===== src/common/huffman_code_pkg.sv =====
// table geometry and code words; table codes are left aligned, bits below the length are ignored
package huffman_code_pkg;

    localparam int table_addr_bits = 9;                      // colour flag is the top bit
    localparam int table_depth     = 1 << table_addr_bits;
    localparam int code_bits       = 16;
    localparam int literal_bits    = 11;
    localparam int word_bits       = code_bits + literal_bits; // 27, msb aligned output
    localparam int active_window   = 10;                     // cycles a pop keeps the pipe busy

    localparam logic [7:0] code_eob      = 8'h00;
    localparam logic [7:0] code_zrl      = 8'hf0;
    localparam logic [3:0] dc_low_nibble = 4'hf;             // dc address is {category, f}

    typedef struct packed {
        logic [code_bits-1:0] code;        // left aligned
        logic [3:0]           code_len_m1; // length minus one
    } table_entry_t;

    typedef struct packed {
        logic [table_addr_bits-1:0] addr;
        table_entry_t               entry;
    } table_write_t;

    typedef struct packed {
        logic [word_bits-1:0] bits; // msb aligned code and literal
        logic [4:0]           len;  // total valid bits
    } code_word_t;

endpackage


===== src/huffman/code_merge.sv =====
// in_valid is the table read strobe; entry and literal must arrive two cycles after it
`timescale 1ns/1ps

module code_merge (
    input  logic                                      xclk,
    input  logic                                      rst,
    input  logic                                      in_valid,
    input  huffman_code_pkg::table_entry_t            entry,
    input  logic [huffman_code_pkg::literal_bits-1:0] literal,
    input  logic [3:0]                                literal_len,
    output huffman_code_pkg::code_word_t              out,
    output logic                                      out_valid
);

    logic [1:0]                                  valid_d;   // matches table latency
    logic [4:0]                                  code_len;
    logic [4:0]                                  total_len;
    logic [4:0]                                  lit_shift;
    logic [huffman_code_pkg::code_bits-1:0]      code_mask;
    logic [huffman_code_pkg::literal_bits-1:0]   lit_clean;
    logic [huffman_code_pkg::word_bits-1:0]      merged;

    always_comb begin
        code_len  = 5'(entry.code_len_m1) + 5'd1;
        total_len = code_len + 5'(literal_len);
        lit_shift = 5'(huffman_code_pkg::word_bits) - total_len;  // literal lsb position
        code_mask = ~({huffman_code_pkg::code_bits{1'b1}} >> code_len);
        lit_clean = literal & ~({huffman_code_pkg::literal_bits{1'b1}} << literal_len);
        merged    = {entry.code & code_mask, {huffman_code_pkg::literal_bits{1'b0}}}
                    | (huffman_code_pkg::word_bits'(lit_clean) << lit_shift);
    end

    always_ff @(posedge xclk) begin
        if (rst) begin
            valid_d   <= '0;
            out_valid <= 1'b0;
        end else begin
            valid_d   <= {valid_d[0], in_valid};
            out_valid <= valid_d[1];
        end
    end

    always_ff @(posedge xclk) begin
        if (valid_d[1]) begin
            out.bits <= merged;
            out.len  <= total_len;
        end
    end

    // table code plus encoder literal has to fit the output word
    a_len_fits: assert property (@(posedge xclk) disable iff (rst)
        valid_d[1] |-> total_len <= 5'(huffman_code_pkg::word_bits));

endmodule


===== config.mk =====
export PLATFORM = sky130hd
export DESIGN_NAME = code_merge
export DESIGN_NICKNAME = d
export VERILOG_FILES = /design/src/common/huffman_code_pkg.sv /design/src/huffman/code_merge.sv
export SDC_FILE = /design/constraint.sdc
export NUM_CORES = 1
export LEC_CHECK = 0
export BUFFER_PORTS_ARGS = -buffer_cell sky130_fd_sc_hd__buf_2
export CAP_MARGIN = 20
export CORE_ASPECT_RATIO = 0.75
export CORE_MARGIN = 1
export CORE_UTILIZATION = 40
export CTS_CLUSTER_DIAMETER = 60
export DETAILED_ROUTE_END_ITERATION = 8
export PLACE_DENSITY_LB_ADDON = 0.25
export SLEW_MARGIN = 40
export SYNTH_ARGS = -nofsm -noshare
export SYNTH_HDL_FRONTEND = slang
export SYNTH_SLANG_ARGS = --single-unit

===== constraint.sdc =====
create_clock -name xclk -period 8.1 [get_ports xclk]
set_clock_uncertainty 0.05 [all_clocks]
set_input_delay 0.405 -clock xclk [delete_from_list [all_inputs] [get_ports xclk]]
set_output_delay 0.405 -clock xclk [all_outputs]
set_load 0.02 [all_outputs]

==> flow_summary_export.csv, run 1 <==
group,metric,value,unit
logic_synthesis,synth_nets,308,
logic_synthesis,syn_inst,264,
timing,setup_viol,0,
drt,drt_wl_total,7.18,mm
logic_synthesis,synth_edf_count,32,
power_and_ir_drop,power.density,207,nW/um2
timing,max_slew_margin,46.5,%
layout,drive_above_1_share,29.9,%
power_and_ir_drop,power,0.000620,W
logic_synthesis,synth-seq-cells,35,
timing,rsz0062_at_grt,"false",
layout,insertedDiodeCount,0,
clocking,clk_latency,290,ps
floorplan,rows,24,
logic_synthesis,yosysWarnings,0,
floorplan,dieWidth,93.4,um
clocking,root_buffer,"clkbuf_8",
grt,grt_pass1_wl,11.5,mm
clocking,cts_setup_buffers,0,
power_and_ir_drop,leakage,1.13,nW
timing,min_period,3380,ps
drt,dr.pass1.iters,5,
layout,areaGrowthSynthToFinish,19.4,%
clocking,ctsResizeCount,0,
timing,slew_viol_final,0,
grt,groute.usage.overall,23.0,%
layout,fin_cells,402,
drt,ant_nets,0,
worst_setup_path,cp_data_required_time,8080,ps
worst_setup_path,crit_type,"in -> reg",
status,status,"finished, final reports clean",
timing,worst_pin_slew,796,ps
logic_synthesis,yosysMostFrequentCell,"edfxtp_1",
place,routabilityCongestion,0.913,
flow_run,cap_violations,0,
logic_synthesis,yosys.area.top_type,"edfxtp_1",
worst_setup_path,crit_arrival,3360,ps
drt,avgRoutedWirePerCell,17.9,um
floorplan,core_area,5920,um2
worst_setup_path,crit_fanout,25,
timing,hold_violations,0,
timing,tns,0,ps
logic_synthesis,synth_area,2510,um2
logic_synthesis,synthArstFlopShare,0,%
floorplan,initial_utilization,42.4,%
place,dpl.hpwl,5.33,mm
clocking,clkSlewWorstSetupHoldPaths,70,ps
clocking,clock-sinks,35,
worst_hold_path,hp-class,"in -> reg",
logic_synthesis,avgSynthCellArea,9.50,um2
grt,first_global_vias,2212,
grt,grt_max_degree,34,
timing,max_freq,296,MHz
drt,vias,2378,
logic_synthesis,synth_commonest_cells,"edfxtp_1 (32), nand2_1 (23), nor2_1 (18)",
place,io_buffers,70,
logic_synthesis,synth.area.top_cells,"edfxtp_1 (38%), nand2_1 (3.4%), nor2_1 (2.7%), mux2_2 (2.7%), nand3_1 (2.6%)",
place,post_dp_cell_area,2880,um2
worst_setup_path,end_kind,"flip-flop",
floorplan,dieHeight,70.6,um
grt,gr-total-overflow,0,
worst_setup_path,startpoint_type,"input pin",
timing,post-route-period-util,41.8,%
layout,final_nets,367,
clocking,cts_tree,"done",
drt,dr.first_iter.drc_count,303,
logic_synthesis,synthDistinctLibCells,58,
clocking,cts-htree-levels,2,
clocking,ctsHoldBuffers,0,
logic_synthesis,synth-seq-area-share,40.7,%
clocking,clk_path_buf_depth,2,
logic_synthesis,yosys_most_used_dff,"edfxtp_1",
drt,via_per_inst,5.92,
floorplan,io-pin-count,71,
layout,final_cell_area,2990,um2
place,place_inst,394,
grt,grt_antenna_before_repair,0,
clocking,numCtsBuffers,5,
floorplan,dieArea,6590,um2
timing,whs,245,ps
drt,drc,0,
power_and_ir_drop,ir_drop,0.0846,mV
logic_synthesis,synth_top_area_share,38.3,%
critical path, stage by stage:
cell and delay [ps]:
buf_2 160, inv_1 70, ha_1 220, fa_2 350
xor2_1 160, buf_4 270, inv_2 230, ha_1 720
nor2_1 120, mux2_2 340, a31oi_1 180, o21ai_0 110
layer usage:
metal  track usage [%]  wire [um]
met5                 0          0
met4              6.84         40
met2              33.5       3240
met1              34.3       3390
met3              4.84        512
power breakdown:
part           internal (W)  switching, W
clock network     0.0000995     0.0000618
logic             0.0000794      0.000161
registers          0.000216    0.00000222
total              0.000395      0.000225
kinds of logic after synthesis:
group / after synthesis / share of synthesized area, %
AOI/OAI and AO/OA: 93 / 27.8
and+or+nand+nor: 85 / 16.5
DFF: 35 / 40.7
buffers and inverters: 32 / 5.64
muxes: 9 / 4.39
adders and majority gates: 6 / 3.29
xor gates and xnor gates: 4 / 1.70
worst paths after layout:
path	start	end	slack, ps	depth (start not counted)
worst max-delay path	entry[0]	out[28]$_DFFE_PP_	4720	12
worst min-delay path	rst	valid_d[1]$_SDFF_PP0_	250	2
worst max register to register	valid_d[1]$_SDFF_PP0_	out[9]$_SDFFCE_PP0P_	7030	1
worst min register to register	valid_d[0]$_SDFF_PP0_	valid_d[1]$_SDFF_PP0_	390	1
sequential cells by signal, indices dropped and copies added, names as in the netlist:
register,flops
out_valid,1
out,32
valid_d,2
area by class of cell:
class,instances,area (um2)
well taps,78,97.6
multi-input cells,197,1350
repair buffers,72,365
clock inverters,2,35.0
flip-flops and latches,35,1020
inverters,12,45.0
clock buffers,6,82.6
fillers,572,2920
cell usage in the layout (no fill, tap or decap), drive strengths merged, types with 5 or more instances in the layout:
cell / netlist / layout
mux2: 6 / 6
nor2b: 5 / 5
a21oi: 8 / 8
o221ai: 7 / 7
nand3: 13 / 13
a211oi: 8 / 8
o211ai: 10 / 10
inv: 12 / 12
nand2: 23 / 23
nor2: 18 / 18
ha: 5 / 5
o2111ai: 7 / 7
clkbuf: 8 / 6
edfxtp: 32 / 32
o21ai: 13 / 13
buf: 12 / 72
o21a: 6 / 6
nand4: 5 / 5
stage by stage:
| step | setup WS [ps] | util [%] |
|---|---|---|
| after floorplan | 4950 | - |
| after global placement | 4270 | 48.6 |
| after detailed placement | 4490 | 48.6 |
| after CTS | 4760 | 50.6 |
| after global routing | 4510 | 50.6 |
| final | 4720 | 50.6 |
(Power assumes the default switching activity.)
==> inputs of run 2 (changes only) <==
==> constraint.sdc (replaced) <==
create_clock -name xclk -period 3.2 [get_ports xclk]
set_clock_uncertainty 0.05 [all_clocks]
set_input_delay 0.16 -clock xclk [delete_from_list [all_inputs] [get_ports xclk]]
set_output_delay 0.16 -clock xclk [all_outputs]
set_load 0.02 [all_outputs]
==> flow_summary_export.csv, run 2 (synthesis gave the netlist of run 1 again) <==
group,metric,value,unit
floorplan,io-pin-count,71,
status,status,"finished, final reports clean",
grt,use_met3,5.38,%
timing,slew_viol_final,0,
floorplan,dieWidth,93.4,um
worst_setup_path,crit_end,"out[31]$_DFFE_PP_",
drt,dr.pass1.iters,4,
worst_hold_path,hp-class,"in -> reg",
timing,setup_viol,0,
clocking,cts_tree,"done",
worst_setup_path,crit_fanout,25,
layout,drive_above_1_share,31.1,%
floorplan,rows,24,
place,dpl.hpwl,5.42,mm
drt,dr.first_iter.drc_count,182,
floorplan,dieHeight,70.6,um
timing,max_slew_margin,47.4,%
drt,ant_nets,0,
timing,post-route-period-util,83.0,%
worst_setup_path,r2r-end,"out[4]$_DFFE_PP_",
layout,fin_util,51.5,%
flow_run,cap_violations,0,
grt,use_met1,31.5,%
worst_setup_path,ff2ff_path_depth,1,
timing,min_period,2660,ps
timing,setup_ws,543,ps
grt,gr-total-overflow,0,
drt,vias,2410,
clocking,root_buffer,"clkbuf_8",
drt,avgRoutedWirePerCell,17.7,um
grt,met2_usage,36.3,%
clocking,ctsHoldBuffers,0,
layout,final_cell_mix,"buf_2 (70), edfxtp_1 (32), nand2_1 (23)",
timing,tns,0,ps
worst_hold_path,hp-start,"rst",
clocking,clkSlewWorstSetupHoldPaths,70,ps
drt,drt_wl_total,7.22,mm
place,place_ws,230,ps
layout,final_common_cell,"buf_2",
place,routabilityCongestion,0.935,
worst_setup_path,ff2ff_setup_slack,2140,ps
power_and_ir_drop,ir_drop,0.195,mV
worst_setup_path,r2r_start,"valid_d[1]$_SDFF_PP0_",
worst_setup_path,startpoint_type,"input pin",
grt,grt_antenna_before_repair,0,
floorplan,dieArea,6590,um2
power_and_ir_drop,power.density,526,nW/um2
timing,worst_pin_slew,782,ps
timing,max_freq,376,MHz
clocking,cts_setup_buffers,0,
grt,grt_pass1_wl,11.5,mm
grt,groute.usage.overall,22.8,%
place,io_buffers,70,
layout,largest_registers,"out x32, valid_d x2, out_valid x1",
clocking,ctsResizeCount,0,
layout,largest_reg_flops,32,
clocking,cts-htree-levels,2,
worst_setup_path,crit_arrival,2640,ps
clocking,clock-sinks,35,
grt,grt_max_degree,34,
layout,top_register,"out",
layout,multi_input_area,1350,um2
clocking,clk_path_buf_depth,2,
clocking,clk_latency,280,ps
layout,final_cell_area,3040,um2
layout,areaGrowthSynthToFinish,21.4,%
worst_setup_path,cp_data_required_time,3180,ps
drt,drc,0,
layout,insertedDiodeCount,0,
floorplan,core_area,5920,um2
layout,final_nets,374,
worst_setup_path,crit_start,"entry[0]",
clocking,numCtsBuffers,5,
floorplan,initial_utilization,42.4,%
place,post_dp_cell_area,2930,um2
timing,whs,4.09,ps
worst_hold_path,hold_depth,2,
layout,layout.area.seq,1020,um2
grt,first_global_vias,2304,
timing,hold_violations,0,
power_and_ir_drop,leakage,1.16,nW
drt,via_per_inst,5.89,
timing,rsz0062_at_grt,"false",
worst_setup_path,end_kind,"flip-flop",
layout,fillerInstances,574,
worst_setup_path,crit_type,"in -> reg",
grt,grt.busiest_layer,"met2",
run 2: how the worst min path moves through the flow:
stage / end / slack [ps]
after floorplan: out_valid$_SDFF_PP0_ / 180
after global placement: valid_d[1]$_SDFF_PP0_ / 300
after detailed placement: valid_d[0]$_SDFF_PP0_ / 300
after CTS: valid_d[0]$_SDFF_PP0_ / 1
after global routing: valid_d[0]$_SDFF_PP0_ / 7
final: valid_d[0]$_SDFF_PP0_ / 4
run 2: power by group:
part	total (W)	switching (W)	internal (W)
sequential	0.000552	0.00000528	0.000547
combinational	0.000641	0.000419	0.000222
clock	0.000409	0.000158	0.000252
run 2: final cells by class:
class / instances / area share, %
clock buffer: 6 / 2.71
clock inverter: 2 / 1.15
inverter: 12 / 1.48
multi-input combinational: 197 / 44.2
sequential: 35 / 33.5
tap: 78 / 3.21
timing repair buffer: 79 / 13.7
run 2: metal layers:
layer	wire (um)	up-vias
met5	0	-
met4	60	0
met2	3230	110
met3	515	13
li1	-	1170
met1	3420	1117
run 2: worst max-delay path: stages:
cell and delay (ps):
buf_2 150, inv_1 70, ha_1 220, fa_1 530, buf_4 270, mux2_2 370, o21ai_0 140, o221ai_1 160
a211oi_1 400, o221ai_1 160
run 2: per-stage QoR:
stage          power (W)  instances
2_1_floorplan   0.000995        264
3_3_place_gp     0.00118        401
3_5_place_dp     0.00119        401
4_1_cts          0.00160        409
5_1_grt          0.00169        409
6_report         0.00160        409
==> inputs of run 3 (changes only) <==
--- a/config.mk
+++ b/config.mk
@@ -5,6 +5,7 @@
 export SDC_FILE = /design/constraint.sdc
 export NUM_CORES = 1
 export LEC_CHECK = 0
+export ABC_AREA = 1
 export BUFFER_PORTS_ARGS = -buffer_cell sky130_fd_sc_hd__buf_2
 export CAP_MARGIN = 20
 export CORE_ASPECT_RATIO = 0.75
==> constraint.sdc (replaced) <==
create_clock -name xclk -period 2.6 [get_ports xclk]
set_clock_uncertainty 0.05 [all_clocks]
set_input_delay 0.13 -clock xclk [delete_from_list [all_inputs] [get_ports xclk]]
set_output_delay 0.13 -clock xclk [all_outputs]
set_load 0.02 [all_outputs]
==> flow_summary_export.csv, run 3 <==
group,metric,value,unit
status,status,"finished, final reports clean",
clocking,ctsResizeCount,0,
timing,max_freq,447,MHz
worst_setup_path,ff2ff_setup_slack,1530,ps
timing,worst_pin_slew,409,ps
layout,insertedDiodeCount,0,
floorplan,dieWidth,89.4,um
clocking,clk_latency,280,ps
place,post_dp_cell_area,2720,um2
floorplan,core_area,5440,um2
layout,final_cell_area,2860,um2
drt,drt_wl_total,6.08,mm
power_and_ir_drop,leakage,1.33,nW
worst_hold_path,hold_path_end,"out[31]$_DFFE_PP_",
layout,final_nets,415,
layout,drive_above_1_share,26.6,%
logic_synthesis,synth_nets,340,
clocking,clock-sinks,35,
grt,grt_pass1_wl,9.29,mm
grt,gr-total-overflow,0,
worst_setup_path,cp_data_required_time,2600,ps
layout,top_register,"out",
logic_synthesis,yosys_most_used_dff,"edfxtp_1",
worst_setup_path,ff2ff_path_depth,1,
layout,largest_registers,"out x32, valid_d x2, out_valid x1",
worst_setup_path,r2r-end,"out[0]$_DFFE_PP_",
floorplan,rows,23,
drt,drc,0,
worst_setup_path,r2r_start,"valid_d[1]$_SDFF_PP0_",
place,dpl.hpwl,4.85,mm
timing,post-route-period-util,86.0,%
worst_setup_path,crit_arrival,2230,ps
drt,ant_nets,0,
logic_synthesis,yosys.area.top_type,"edfxtp_1",
worst_setup_path,crit_type,"in -> reg",
floorplan,io-pin-count,71,
layout,largest_reg_flops,32,
logic_synthesis,synth_top_area_share,41.9,%
clocking,cts-htree-levels,2,
logic_synthesis,synthArstFlopShare,0,%
grt,grt_max_degree,34,
layout,final_cell_mix,"nand3_1 (83), nand2_1 (73), buf_2 (70)",
logic_synthesis,yosysWarnings,0,
drt,dr.first_iter.drc_count,157,
place,place_inst,437,
logic_synthesis,synth-seq-area-share,44.5,%
floorplan,initial_utilization,42.2,%
place,routabilityCongestion,0.944,
logic_synthesis,synth_commonest_cells,"nand3_1 (83), nand2_1 (73), edfxtp_1 (32)",
power_and_ir_drop,power.density,652,nW/um2
power_and_ir_drop,ir_drop,0.260,mV
timing,max_slew_margin,72.7,%
layout,final_common_cell,"nand3_1",
flow_run,cap_violations,0,
floorplan,dieArea,6040,um2
clocking,root_buffer,"clkbuf_8",
worst_hold_path,hp-class,"in -> reg",
drt,via_per_inst,5.07,
floorplan,dieHeight,67.6,um
clocking,clkSlewWorstSetupHoldPaths,80,ps
clocking,ctsHoldBuffers,2,
worst_hold_path,hp-start,"entry[19]",
timing,slew_viol_final,0,
place,io_buffers,70,
timing,rsz0062_at_grt,"false",
logic_synthesis,synth-seq-cells,35,
logic_synthesis,synth.area.top_cells,"edfxtp_1 (42%), nand3_1 (18%), nand2_1 (12%), inv_1 (3.9%), nor2_1 (3.9%)",
logic_synthesis,synth_area,2290,um2
clocking,clk_path_buf_depth,2,
grt,first_global_vias,1981,
grt,grt_antenna_before_repair,0,
clocking,cts_tree,"done",
grt,groute.usage.overall,20.9,%
worst_setup_path,end_kind,"flip-flop",
timing,setup_viol,0,
drt,dr.pass1.iters,5,
layout,fin_cells,447,
drt,avgRoutedWirePerCell,13.6,um
worst_setup_path,startpoint_type,"input pin",
logic_synthesis,avgSynthCellArea,7.75,um2
drt,vias,2268,
timing,min_period,2240,ps
timing,tns,0,ps
place,place_ws,92.5,ps
worst_hold_path,hold_depth,3,
logic_synthesis,syn_inst,296,
logic_synthesis,synthDistinctLibCells,28,
timing,setup_ws,363,ps
worst_setup_path,crit_fanout,10,
timing,hold_violations,0,
logic_synthesis,synth_edf_count,32,
power_and_ir_drop,power,0.00186,W
logic_synthesis,yosysMostFrequentCell,"nand3_1",
clocking,cts_setup_buffers,0,
layout,areaGrowthSynthToFinish,24.5,%
clocking,numCtsBuffers,5,
==> run 3: cell count changes after synthesis, moves of 7 or more <==
cell | before | now
a211oi_1 | 8 | 0
inv_1 | 9 | 24
nand3_1 | 13 | 83
o2111ai_1 | 7 | 0
o221ai_1 | 7 | 0
nand2_1 | 23 | 73
o211ai_1 | 8 | 0
==> run 3: cell type report <==
class | instances | area (um2)
Multi-Input combinational cell | 225 | 1110
Inverter | 26 | 97.6
Clock buffer | 5 | 68.8
Sequential cell | 35 | 1020
Timing Repair Buffer | 78 | 415
Clock inverter | 3 | 43.8
Fill cell | 564 | 2580
Tap cell | 75 | 93.8
==> run 3: how the worst max path moves through the flow <==
stage / endpoint / depth (start not counted) / startpoint
after floorplan: out[22]$_DFFE_PP_ / 13 / entry[0]
after global placement: out[22]$_DFFE_PP_ / 14 / entry[0]
after detailed placement: out[22]$_DFFE_PP_ / 14 / entry[0]
after CTS: out[22]$_DFFE_PP_ / 14 / entry[0]
after global routing: out[22]$_DFFE_PP_ / 14 / entry[0]
final: out[22]$_DFFE_PP_ / 14 / entry[0]
==> run 3: logic make-up after synthesis <==
kind of cell / count (synthesis) / share of synthesized area [%]
and+or+nand+nor: 197 / 39.3
xor gates and xnor gates: 2 / 0.764
AOI/OAI and AO/OA: 20 / 4.91
DFF: 35 / 44.5
adders and majority gates: 6 / 3.60
buffers and inverters: 36 / 6.87
==> run 3: worst max-delay path: stages <==
cell	delay (ps)
buf_2	80
inv_1	60
ha_1	230
fa_1	390
xor2_1	210
inv_1	90
ha_1	220
nand3b_1	200
nand2_4	170
nor2_4	70
inv_2	140
nor2_1	70
nor2_1	120
nand2_1	60
==> run 3: power by group <==
part	internal [W]	switching [W]
Sequential	0.000675	0.00000641
Clock	0.000285	0.000203
Combinational	0.000221	0.000472
Total	0.00118	0.000682
==> run 3: metrics by stage <==
stage	hold slack, ps	util (%)
2_1_floorplan	151	-
3_3_place_gp	272	50.1
3_5_place_dp	273	50.1
4_1_cts	43.9	52.5
5_1_grt	71.2	52.5
6_report	42.5	52.5
==> run 3: layer usage <==
metal / up-vias / track usage (%) / part of all wire [%]
met5: - / 0 / 0
met1: 1005 / 30.5 / 49
met2: 107 / 31.2 / 42
met3: 5 / 4.77 / 7.5
li1: 1151 / - / -
met4: 0 / 5.36 / 1.1
