==> config.mk <==
export PLATFORM = sky130hd
export DESIGN_NAME = token_fifo
export DESIGN_NICKNAME = d
export VERILOG_FILES = /design/src/common/jpeg_token_pkg.sv /design/src/source/token_fifo.sv
export SDC_FILE = /design/constraint.sdc
export NUM_CORES = 1
export LEC_CHECK = 0
export BUFFER_PORTS_ARGS = -buffer_cell sky130_fd_sc_hd__buf_4
export CORE_UTILIZATION = 60
export DETAILED_ROUTE_END_ITERATION = 10
export GPL_ROUTABILITY_DRIVEN = 0
export PLACE_DENSITY = 0.85
export SLEW_MARGIN = 0
export SYNTH_ARGS = -nofsm -noshare
export SYNTH_HDL_FRONTEND = slang
export SYNTH_SLANG_ARGS = --single-unit
==> constraint.sdc <==
create_clock -name xclk -period 2.4 [get_ports xclk]
set_input_delay 0.36 -clock xclk [delete_from_list [all_inputs] [get_ports xclk]]
set_output_delay 0.36 -clock xclk [all_outputs]
set_load 0.03 [all_outputs]
==> src/common/jpeg_token_pkg.sv <==
// token word layout; the top bit picks the view, no other field is checked for consistency
package jpeg_token_pkg;

    localparam int value_bits      = 12;                      // signed dc/ac value
    localparam int run_bits        = 6;                       // zero run field
    localparam int run_zrl_shift   = 4;                       // low run bits kept for next ac
    localparam int zrl_cnt_bits    = run_bits - run_zrl_shift; // f0 code counter
    localparam int fifo_depth      = 4;
    localparam int fifo_ptr_bits   = $clog2(fifo_depth);
    localparam int fifo_count_bits = fifo_ptr_bits + 1;

    // dc or ac coefficient
    typedef struct packed {
        logic                         is_coef; // 1 here
        logic                         is_dc;   // 0 for ac
        logic                         color;   // chroma, only read on dc
        logic                         last;    // dc: last block, ac: last word
        logic signed [value_bits-1:0] value;
    } coef_view_t;

    // zero run or end of block
    typedef struct packed {
        logic                is_coef;  // 0 here
        logic                spare_hi;
        logic                last;     // eob: last word of block
        logic                is_eob;   // 0 means zero run
        logic [5:0]          spare_lo;
        logic [run_bits-1:0] run;      // [5:4] f0 count, [3:0] run for next ac
    } ctrl_view_t;

    typedef union packed {
        coef_view_t coef_view;
        ctrl_view_t ctrl_view;
    } token_word_u;

endpackage

==> src/source/token_fifo.sv <==
// show-ahead token buffer with no back-pressure; writer keeps at most four tokens outstanding
`timescale 1ns/1ps

module token_fifo (
    input  logic                        xclk,
    input  logic                        rst,
    input  jpeg_token_pkg::token_word_u wr_token,
    input  logic                        we,
    input  logic                        re,
    output jpeg_token_pkg::token_word_u rd_token,
    output logic                        nempty
);

    jpeg_token_pkg::token_word_u                  mem [jpeg_token_pkg::fifo_depth];
    logic [jpeg_token_pkg::fifo_ptr_bits-1:0]     wr_ptr;
    logic [jpeg_token_pkg::fifo_ptr_bits-1:0]     rd_ptr;
    logic [jpeg_token_pkg::fifo_count_bits-1:0]   count;
    logic                                         full;

    assign full     = count == jpeg_token_pkg::fifo_count_bits'(jpeg_token_pkg::fifo_depth);
    assign nempty   = count != '0;
    assign rd_token = mem[rd_ptr]; // head word visible before the pop

    always_ff @(posedge xclk) begin
        if (we) mem[wr_ptr] <= wr_token;        // storage, no reset
    end

    always_ff @(posedge xclk) begin
        if (rst) begin
            wr_ptr <= '0;
            rd_ptr <= '0;
            count  <= '0;
        end else begin
            if (we) wr_ptr <= wr_ptr + 1'b1;    // depth is a power of two, wraps
            if (re) rd_ptr <= rd_ptr + 1'b1;
            case ({we, re})
                2'b10:   count <= count + 1'b1;
                2'b01:   count <= count - 1'b1;
                default: count <= count;        // idle or push+pop
            endcase
        end
    end

    // producer overran the buffer
    a_no_overflow: assert property (@(posedge xclk) disable iff (rst) !(we && full && !re));
    // encoder popped an empty buffer
    a_no_underflow: assert property (@(posedge xclk) disable iff (rst) re |-> nempty);

endmodule
==> PnR_summary.wiki, run 1 <==
{| class="wikitable"
! Metric !! Value
|-
| H-tree levels || 3
|-
| Diodes inserted || 0
|-
| Clock root buffer || sky130_fd_sc_hd__clkbuf_8
|-
| Share of the yosys chip area belonging to registers || ~76%
|-
| Cell count after synthesis || 130
|-
| Number of nets in the final layout || between 200 and 250
|-
| Via count of the first global-routing pass || 1444
|-
| Count of synthesis-stage warnings from yosys || 0
|-
| Detailed Route WL || ~4500 um
|-
| Placed wire-length estimate after detailed placement || 2890 um
|-
| Setup crit end kind || output pin
|-
| Clock transition at the registers of the reported paths || about 0.070 ns
|-
| Yosys top cell by area || sky130_fd_sc_hd__edfxtp_1
|-
| Tightest Pin Transition || around 0.42 ns
|-
| Area overhead of the layout relative to synthesis || 18.5%
|-
| Final Max Tran Viols || 0
|-
| Area of the core || 4410 um^2
|-
| First-pass iteration count of the detailed router || 4
|-
| Leakage || 1.18 nW
|-
| Remaining Overflow, GRT || 0
|-
| Share of the synthesized area in the top cell type || a little under 70%
|-
| TritonCTS Buffers || 9
|-
| Dpl cell area || 3110 um^2
|-
| Flip-flop and latch count after synthesis || 73
|-
| Net Count, Synth || 156
|-
| CTS tree || yes
|-
| Critical path buffer and inverter count || 2
|-
| Power Density || roughly 840 nW/um^2
|-
| Nature of the critical path startpoint || flop
|-
| DR DRC count || 0
|-
| Worst voltage drop across the vdd grid || between 0.5 and 0.6 mV
|-
| Leading cell types in the layout, fill and taps excluded || 64 x sky130_fd_sc_hd__edfxtp_1, 42 x sky130_fd_sc_hd__buf_4, 10 x sky130_fd_sc_hd__mux4_2, 9 x sky130_fd_sc_hd__dfxtp_1, 9 x sky130_fd_sc_hd__clkbuf_8
|-
| Cell count of the worst reg-to-reg path || 5
|-
| Cell types with the largest area share after synthesis || sky130_fd_sc_hd__edfxtp_1 69%, sky130_fd_sc_hd__mux4_2 8.1%, sky130_fd_sc_hd__dfxtp_1 6.5%, sky130_fd_sc_hd__mux4_1 5.7%, sky130_fd_sc_hd__ha_1 2.3%
|-
| WL per Instance || ~19 um
|-
| Total Die Area || approximately 4900 um^2
|-
| Max frequency || around 0.48 GHz
|-
| Initial Utilization || 62.9%
|-
| Longest individual stage delay on the worst path || 0.59 ns
|-
| Final-report hold violation count || 0
|-
| Port Buffer Count || 36
|-
| Total stage count of the critical path || 3
|-
| Final total negative setup slack || 0 ns
|-
| Max_slew headroom || between 70% and 80%
|-
| Number of max-cap violations || 0
|-
| Count of instances resized after the clock tree is built || 0
|-
| Count of clock tree sinks || 73
|-
| Antenna violations before repair || 0
|-
| Clock insertion delay at the later pin of the skew report || between 0.3 and 0.4 ns
|-
| Data arrival time at the worst-slack endpoint || 1.71 ns
|-
| Die Span Y || 70.0 um
|-
| Portion of the clock cycle consumed by the worst path in the final layout || around 86%
|-
| Deepest clock path buffer count || 2
|-
| Path type of the worst setup path || flop to output pin
|-
| Required time reported for the critical path endpoint || 2.04 ns
|-
| Largest net degree at the start of global routing || 17
|-
| Count of endpoints failing setup in the final report || 0
|-
| Avg Cell Area, Syn || about 21 um^2
|-
| Worst-path fanout max || 16
|-
| Worst min path class || primary input to flop
|-
| Hold_buf cts || 0
|-
| Vias || around 1300
|-
| Worst path slowest cell || sky130_fd_sc_hd__mux4_1
|-
| Synth Cell Area || approximately 2800 um^2
|-
| Ratio of cells with drive above 1 in the final layout || 35.0%
|-
| Area of all placed cells without fillers || 3290 um^2
|-
| Unrepaired setup endpoints after global routing || false
|-
| FP Rows || 24
|-
| Most common cell after layout, fill and taps aside || sky130_fd_sc_hd__edfxtp_1
|-
| Cells on Worst Hold Path || 1
|-
| Count of nets left with antenna violations after detail routing || 0
|-
| Post-route minimum period || 2.07 ns
|-
| All-Layer GR Usage || 20.6%
|-
| Post-CTS setup repair buffer count || 0
|-
| Number of distinct library cell variants in the gate-level netlist after synthesis || 20
|-
| First-pass GRT wire length || around 7100 um
|-
| Number of vias per cell after detailed routing || about 5.7
|-
| Outcome || finished clean
|-
| List of cells traversed by the critical path || buf_4 > mux4_1 > buf_4
|-
| Iteration-0 DRC Markers || 90
|-
| Category of cells accounting for the largest share of critical-path delay || multiplexers
|-
| Final worst clock skew || 0.00438 ns
|-
| Number of primary I/O pins || 37
|-
| Die outline width || roughly 70 um
|-
| Cell type with the highest occurrence count on the critical path || sky130_fd_sc_hd__buf_4
|}
stage by stage:
stage / cells / power [mW] / utilization, % / setup slack (ns) / hold slack [ns]
after floorplan: 130 / 1.75 / - / 0.772 / 0.453
after detailed placement: 219 / 1.90 / 70.5 / 0.480 / 0.486
after global routing: 235 / 2.85 / 74.5 / 0.231 / 0.212
final: 235 / 2.76 / 74.5 / 0.327 / 0.219
after CTS: 235 / 2.77 / 74.5 / 0.300 / 0.214
after global placement: 219 / 1.88 / 70.5 / 0.599 / 0.461
logic make-up (layout without fill, tap and decap cells):
| family | after synthesis | after routing | share of synthesized area, % |
|---|---|---|---|
| AOI/OAI and AO/OA | 3 | 3 | 0.541 |
| DFF | 73 | 73 | 75.7 |
| and+or+nand+nor | 15 | 15 | 2.57 |
| xor gates and xnor gates | 5 | 5 | 1.58 |
| adders and majority gates | 6 | 6 | 2.98 |
| buffers and inverters | 11 | 64 | 2.43 |
| muxes | 17 | 17 | 14.2 |
path summary, 6_finish.rpt:
path          startpoint            to  slack [ns]
max                 flop  rd_token[12]        0.33
max reg2reg     count[1]      count[2]        0.80
min reg2reg     count[1]      count[1]        0.53
min          wr_token[3]     mem[3][3]        0.22
sequential cells by signal, indices dropped and copies added, names as in the netlist, named ones only:
name,flops
wr_ptr,2
rd_ptr,2
mem,64
count,3
routing by layer:
layer	track usage (%)	vias to the layer above	share of wire (%)
li1	-	607	-
met1	24.6	688	41
met2	35.6	37	54
met3	4.33	8	3.7
met4	10.0	0	1.8
met5	0	-	0
final cells by class:
| class | count | area, um^2 |
|---|---|---|
| well taps | 52 | 65.1 |
| clock inverters | 4 | 43.8 |
| multi-input cells | 46 | 606 |
| inverters | 6 | 22.5 |
| repair buffers | 42 | 315 |
| fillers | 244 | 1120 |
| flip-flops and latches | 73 | 2100 |
| clock buffers | 12 | 135 |
cell usage after synthesis, drive strengths merged:
cell type,number
mux2i,1
edfxtp,64
xor2,3
a21oi,2
inv,6
ha,5
xnor2,2
mux4,16
or3,2
nor2,8
dfxtp,9
buf,4
clkbuf,1
fa,1
nand2,1
and2,4
o21ai,1
report_power, final:
part           internal (mW)  switching [mW]
Combinational          0.170           0.223
Sequential              1.45          0.0226
Clock                  0.475           0.417
Power figures use the tool's default switching activity.
==> run 2: changes to the inputs <==
--- a/config.mk
+++ b/config.mk
@@ -9,7 +9,7 @@
 export CORE_UTILIZATION = 60
 export DETAILED_ROUTE_END_ITERATION = 10
 export GPL_ROUTABILITY_DRIVEN = 0
-export PLACE_DENSITY = 0.85
+export PLACE_DENSITY = 0.83
 export SLEW_MARGIN = 0
 export SYNTH_ARGS = -nofsm -noshare
 export SYNTH_HDL_FRONTEND = slang
==> constraint.sdc (replaced) <==
create_clock -name xclk -period 2.6 [get_ports xclk]
set_input_delay 0.39 -clock xclk [delete_from_list [all_inputs] [get_ports xclk]]
set_output_delay 0.39 -clock xclk [all_outputs]
set_load 0.03 [all_outputs]
==> run 2 against run 1 <==
Sequential power decreased by 7%. Die area stayed put. Global-route usage down 0.070 points. Combinational power shrank 9.4%. Worst setup slack better by 0.13 ns. Utilization is 0.65 points lower. Routed wire length fell by 2.3%. Power down 8.2%. Sequential cell count unchanged. Clock power shrank 8.5%.
==> PnR_summary.wiki, run 2 (synthesized netlist as in run 1, its figures left out) <==
{| class="wikitable"
! Metric !! Value
|-
| Outcome || finished clean
|-
| WL per Instance || roughly 19 um
|-
| Power Density || 777 nW/um^2
|-
| Nature of the critical path startpoint || flop
|-
| Max frequency || about 0.47 GHz
|-
| Final-report hold violation count || 0
|-
| Placed wire-length estimate after detailed placement || about 2900 um
|-
| Count of endpoints failing setup in the final report || 0
|-
| Leakage || 1.16 nW
|-
| Most common cell after layout, fill and taps aside || sky130_fd_sc_hd__edfxtp_1
|-
| Die outline width || 70.0 um
|-
| Worst-path fanout max || 16
|-
| Area overhead of the layout relative to synthesis || 17.5%
|-
| Busiest layer in global routing || met2
|-
| Met2 global-route usage || 34.9%
|-
| Detailed Route WL || between 4000 and 5000 um
|-
| Die Span Y || around 70 um
|-
| Unrepaired setup endpoints after global routing || false
|-
| Number of vias per cell after detailed routing || between 5 and 6
|-
| Final Max Tran Viols || 0
|-
| Category of cells accounting for the largest share of critical-path delay || multiplexers
|-
| Clock insertion delay at the later pin of the skew report || 0.33 ns
|-
| Count of nets left with antenna violations after detail routing || 0
|-
| Number of primary I/O pins || 37
|-
| First-pass GRT wire length || 7040 um
|-
| Register with the most flip-flops || mem
|-
| Count of instances resized after the clock tree is built || 0
|-
| Data arrival time at the worst-slack endpoint || roughly 1.8 ns
|-
| H-tree levels || 3
|-
| Biggest registers after layout || mem x64, count x3
|-
| M3 GR Usage || 4.33%
|-
| Worst-case register-to-register setup slack || just under 1 ns
|-
| Cell count of the worst reg-to-reg path || 3
|-
| TritonCTS Buffers || 9
|-
| List of cells traversed by the critical path || buf_4 > mux4_1 > buf_4
|-
| Largest net degree at the start of global routing || 17
|-
| Longest individual stage delay on the worst path || slightly above 0.6 ns
|-
| Tightest Pin Transition || 0.837 ns
|-
| Number of max-cap violations || 0
|-
| Area of the core || between 4000 and 5000 um^2
|-
| Setup crit end kind || output pin
|-
| Clock transition at the registers of the reported paths || ~0.070 ns
|-
| FP Rows || 24
|-
| Antenna violations before repair || 0
|-
| DR DRC count || 0
|-
| Crit Reg-Reg Endpoint || mem[2][11]
|-
| All-Layer GR Usage || a little over 20%
|-
| Final worst clock skew || approximately 0.0047 ns
|-
| Setup slack of the critical path after layout || roughly 0.46 ns
|-
| Post-route minimum period || 2.14 ns
|-
| Portion of the clock cycle consumed by the worst path in the final layout || 82.3%
|-
| Deepest clock path buffer count || 2
|-
| GR Util met1 || about a quarter
|-
| Path type of the worst setup path || flop to output pin
|-
| Required time reported for the critical path endpoint || 2.21 ns
|-
| Total Die Area || 4900 um^2
|-
| Clock root buffer || sky130_fd_sc_hd__clkbuf_8
|-
| Port Buffer Count || 36
|-
| Critical path buffer and inverter count || 2
|-
| CTS tree || yes
|-
| Multi-input gate area || 606 um^2
|-
| Ratio of cells with drive above 1 in the final layout || 33.0%
|-
| Initial Utilization || 62.9%
|-
| Count of clock tree sinks || between 70 and 80
|-
| Diodes inserted || 0
|-
| Final total negative setup slack || 0 ns
|-
| Register Area || between 2000 and 2500 um^2
|-
| Critical register-to-register path startpoint || wr_ptr[0]
|-
| Worst path slowest cell || sky130_fd_sc_hd__mux4_1
|-
| Leading cell types in the layout, fill and taps excluded || 64 x sky130_fd_sc_hd__edfxtp_1, 38 x sky130_fd_sc_hd__buf_4, 10 x sky130_fd_sc_hd__mux4_2, 9 x sky130_fd_sc_hd__dfxtp_1, 9 x sky130_fd_sc_hd__clkbuf_8
|-
| Post-CTS setup repair buffer count || 0
|-
| Overall power after layout || around 2.5 mW
|-
| First-pass iteration count of the detailed router || 4
|-
| Iteration-0 DRC Markers || approximately 90
|-
| Hold_buf cts || 0
|-
| Cell type with the highest occurrence count on the critical path || sky130_fd_sc_hd__buf_4
|-
| Post-placement worst setup slack || 0.698 ns
|-
| Worst min path class || primary input to flop
|-
| Number of nets in the final layout || 200
|-
| Flip-flop count of the largest register after layout || 64
|-
| Vias || 1287
|-
| Max_slew headroom || between 40 and 50%
|-
| Startpoint of the lowest-slack hold path || wr_token[0]
|-
| Number of filler cells placed in the layout || 246
|-
| Min-Delay Endpoint || mem[0][0]
|-
| Cells on Worst Hold Path || 1
|-
| Via count of the first global-routing pass || approximately 1400
|-
| Remaining Overflow, GRT || 0
|-
| Worst voltage drop across the vdd grid || 0.440 mV
|}
run 2: cell types whose count changed in the layout (fill, tap and decap cells not counted):
cell,previous run,this run
sky130_fd_sc_hd__buf_4,42,38
sky130_fd_sc_hd__clkinv_2,2,0
sky130_fd_sc_hd__clkbuf_1,3,4
sky130_fd_sc_hd__clkinvlp_4,0,1
run 2: metrics by stage:
| step | utilization (%) | cell area [um^2] | instances | hold WS, ns |
|---|---|---|---|---|
| after floorplan | - | 2780 | 130 | 0.453 |
| after global placement | 69.8 | 3080 | 215 | 0.461 |
| after detailed placement | 69.8 | 3080 | 215 | 0.500 |
| after CTS | 73.9 | 3260 | 231 | 0.248 |
| after global routing | 73.9 | 3260 | 231 | 0.246 |
| final | 73.9 | 3260 | 231 | 0.258 |
run 2: power breakdown:
part	leakage [nW]	total (mW)	internal [mW]	switching, mW
clock	0.0853	0.815	0.442	0.373
combinational	0.410	0.356	0.152	0.203
sequential	0.662	1.36	1.34	0.0211
run 2: how the worst max path moves through the flow:
stage,startpoint,end,depth (start not counted)
after floorplan,we,count[2],7
after global placement,we,count[2],8
after detailed placement,we,count[2],8
after CTS,flop,rd_token[13],3
after global routing,flop,rd_token[13],3
final,flop,rd_token[13],3
run 2: layout make-up:
type                    count  area share [%]
flip-flops and latches     73            64.5
inverters                   6           0.691
repair buffers             38            8.75
well taps                  52            2.00
multi-input cells          46            18.6
clock buffers              13            4.26
clock inverters             3            1.27
run 2: worst reg2reg max path, stage by stage (launching register included):
cell and delay (ns):
sky130_fd_sc_hd__dfxtp_1 0.35, sky130_fd_sc_hd__inv_1 0.09, sky130_fd_sc_hd__ha_1 0.14, sky130_fd_sc_hd__and2_1 0.67
run 2: layer usage:
| layer | share of wire, % | vias to the layer above | routed length (um) |
|---|---|---|---|
| li1 | - | 598 | - |
| met1 | 41 | 661 | 1800 |
| met2 | 55 | 26 | 2380 |
| met3 | 3.4 | 2 | 148 |
| met4 | 0.64 | 0 | 28 |
| met5 | 0 | - | 0 |
==> run 3: changes to the inputs <==
--- a/config.mk
+++ b/config.mk
@@ -6,10 +6,10 @@
 export NUM_CORES = 1
 export LEC_CHECK = 0
 export BUFFER_PORTS_ARGS = -buffer_cell sky130_fd_sc_hd__buf_4
-export CORE_UTILIZATION = 60
+export CORE_UTILIZATION = 51
 export DETAILED_ROUTE_END_ITERATION = 10
 export GPL_ROUTABILITY_DRIVEN = 0
-export PLACE_DENSITY = 0.83
+export PLACE_DENSITY = 0.75
 export SLEW_MARGIN = 0
 export SYNTH_ARGS = -nofsm -noshare
 export SYNTH_HDL_FRONTEND = slang
==> constraint.sdc (replaced) <==
create_clock -name xclk -period 1.9 [get_ports xclk]
set_input_delay 0.285 -clock xclk [delete_from_list [all_inputs] [get_ports xclk]]
set_output_delay 0.285 -clock xclk [all_outputs]
set_load 0.03 [all_outputs]
==> run 3 against run 2 <==
The run now ends with negative setup slack left. Sequential cell count unchanged. Via count grew 1.0%. Sequential share of layout area decreased by 2.0 points. Non-clock buffer count up 4. Routed wire length down 1.9%. Die area up 17%. Sequential power increased by 37%. Register-to-register slack worse by 0.71 ns. Power rose by 34%. Worst setup slack worse by 0.47 ns. Clock power rose by 21%. Critical endpoint is now rd_token[12].
==> PnR_summary.wiki, run 3 (synthesized netlist as in run 1, its figures left out) <==
{| class="wikitable"
! Metric !! Value
|-
| Outcome || complete, but fails checks
|-
| Violated checks || negative setup slack
|-
| Area overhead of the layout relative to synthesis || 21.4%
|-
| DR DRC count || 0
|-
| All-Layer GR Usage || ~17%
|-
| Max_slew headroom || 43.5%
|-
| Antenna violations before repair || 0
|-
| Longest individual stage delay on the worst path || 0.59 ns
|-
| Net switching power of the design || approximately 0.84 mW
|-
| DR WL met2 || ~2300 um
|-
| End-of-flow core utilization || between 60% and 70%
|-
| Switching part of the total || between 20% and 30%
|-
| Post-route minimum period || 1.91 ns
|-
| Max frequency || approximately 0.52 GHz
|-
| Largest net degree at the start of global routing || 17
|-
| Routed met3 length || ~180 um
|-
| Final worst clock skew || approximately 0.0042 ns
|-
| Placed wire-length estimate after detailed placement || ~2600 um
|-
| Die outline width || approximately 76 um
|-
| Iteration-0 DRC Markers || 61
|-
| Clock transition at the registers of the reported paths || 0.07 ns
|-
| Via count of the first global-routing pass || 1325
|-
| Count of nets left with antenna violations after detail routing || 0
|-
| Register with the most flip-flops || mem
|-
| Flip-flop count of the largest register after layout || 64
|-
| Count of clock tree sinks || 73
|-
| Post-placement worst setup slack || about 0.089 ns
|-
| Number of max-cap violations || 0
|-
| Biggest registers after layout || mem x64, count x3
|-
| Area of the core || between 5000 and 6000 um^2
|-
| Leading cell types in the layout, fill and taps excluded || 64 x sky130_fd_sc_hd__edfxtp_1, 30 x sky130_fd_sc_hd__buf_4, 10 x sky130_fd_sc_hd__mux4_2, 10 x sky130_fd_sc_hd__buf_6, 9 x sky130_fd_sc_hd__clkbuf_8
|-
| Deepest clock path buffer count || 2
|-
| Top routing layer used || met4
|-
| Diodes inserted || 0
|-
| Worst path slowest cell || sky130_fd_sc_hd__mux4_1
|-
| Cell-internal power || approximately 2.5 mW
|-
| Area of all placed cells without fillers || approximately 3400 um^2
|-
| Hold_buf cts || 0
|-
| Nature of the critical path startpoint || flop
|-
| Most common cell after layout, fill and taps aside || sky130_fd_sc_hd__edfxtp_1
|-
| Setup slack of the critical path after layout || -0.0102 ns
|-
| Clock root buffer || sky130_fd_sc_hd__clkbuf_8
|-
| Total Die Area || roughly 5700 um^2
|-
| Vias || 1300
|-
| WL per Instance || around 17 um
|-
| Sequential cell fraction of total power || 55.1%
|-
| Post-CTS setup repair buffer count || 0
|-
| Worst-path fanout max || 8
|-
| Clock network fraction of design power || just under 30%
|-
| Dpl cell area || 3140 um^2
|-
| Tightest Pin Transition || between 0.8 and 0.9 ns
|-
| Count of endpoints failing setup in the final report || 1
|-
| Required time reported for the critical path endpoint || about 1.6 ns
|-
| H-tree levels || 3
|-
| Ratio of cells with drive above 1 in the final layout || 37.2%
|-
| Port Buffer Count || 36
|-
| CTS tree || yes
|-
| Setup crit end kind || output pin
|-
| Number of filler cells placed in the layout || 354
|-
| Number of vias per cell after detailed routing || just over 5
|-
| List of cells traversed by the critical path || buf_12 > mux4_1 > buf_6
|-
| Final Max Tran Viols || 0
|-
| Path type of the worst setup path || flop to output pin
|-
| Clock insertion delay at the later pin of the skew report || between 0.3 and 0.4 ns
|-
| Data arrival time at the worst-slack endpoint || ~1.6 ns
|-
| Part of the total power dissipated in combinational logic || between 15 and 20%
|-
| Final-report hold violation count || 0
|-
| Number of nets in the final layout || ~200
|-
| FP Rows || 26
|-
| First-pass GRT wire length || about 6500 um
|-
| Number of non-filler instances in the completed layout || ~250
|-
| Worst min path class || primary input to flop
|-
| First-pass iteration count of the detailed router || 4
|-
| Number of primary I/O pins || 37
|-
| Worst voltage drop across the vdd grid || ~0.56 mV
|-
| Unrepaired setup endpoints after global routing || true
|-
| M1 WL || between 1500 and 2000 um
|-
| Leakage || around 1.2 nW
|-
| Initial Utilization || between 50% and 60%
|-
| Remaining Overflow, GRT || 0
|-
| TritonCTS Buffers || 9
|-
| Portion of the clock cycle consumed by the worst path in the final layout || 101%
|-
| Die Span Y || roughly 76 um
|-
| Number of cells after detailed placement || 236
|-
| Power Density || about 1000 nW/um^2
|-
| Detailed Route WL || ~4300 um
|}
-- run 3: cell types whose count changed in the layout (fill, tap and decap cells not counted), moves of 3 or more --
cell and change:
sky130_fd_sc_hd__clkbuf_1 -3, sky130_fd_sc_hd__buf_6 +10, sky130_fd_sc_hd__clkinv_2 +4, sky130_fd_sc_hd__buf_4 -8
-- run 3: per-stage QoR --
step	hold WS (ns)	TNS (ns)	power, mW
floorplan	0.384	0	2.22
global placement	0.463	0	2.38
detailed placement	0.488	0	2.40
CTS	0.128	-0.0560	3.43
global route	0.125	-0.199	3.53
finish	0.149	-0.0102	3.38
-- run 3: power by group through the flow --
stage | Sequential, mW | Clock [mW] | Combinational, mW
after floorplan | 1.89 | 0 | 0.330
after global placement | 1.89 | 0 | 0.489
after detailed placement | 1.90 | 0 | 0.500
after CTS | 1.87 | 1.02 | 0.540
after global routing | 1.87 | 1.08 | 0.574
final | 1.87 | 0.984 | 0.534
-- run 3: worst max-delay path, delay by kind of cell, from the launching register on --
kind / cells / cell delay (ns)
flops: 1 / 0.39
buf+inv: 2 / 0.31
mux: 1 / 0.59
-- run 3: final timing paths --
path	startpoint	end	slack [ns]	depth (start not counted)
worst max register to register	wr_ptr[0]	mem[2][5]	0.26	3
worst min register to register	count[2]	count[2]	0.50	2
worst min-delay path	wr_token[14]	mem[0][14]	0.15	1
worst max-delay path	flop	rd_token[12]	-0.01	3
-- run 3: final cells by class --
| class | count | area [um^2] | share of cell area, % |
|---|---|---|---|
| Clock inverter | 6 | 35.0 | 1.04 |
| Sequential cell | 73 | 2110 | 62.5 |
| Clock buffer | 10 | 128 | 3.79 |
| Multi-Input combinational cell | 46 | 606 | 18.0 |
| Inverter | 6 | 22.5 | 0.668 |
| Timing Repair Buffer | 42 | 385 | 11.4 |
| Tap cell | 70 | 87.6 | 2.60 |
-- run 3: per-layer routing --
metal / global-route usage, % / up-vias
li1: - / 609
met1: 19.4 / 658
met2: 28.6 / 28
met3: 6.61 / 5
met4: 8.02 / 0
met5: 0 / -
-- run 3: repair_timing --
item                       4_1_cts  5_1_grt
gates resized for setup         13        0
cloned                           1        0
setup endpoints to repair        6        6
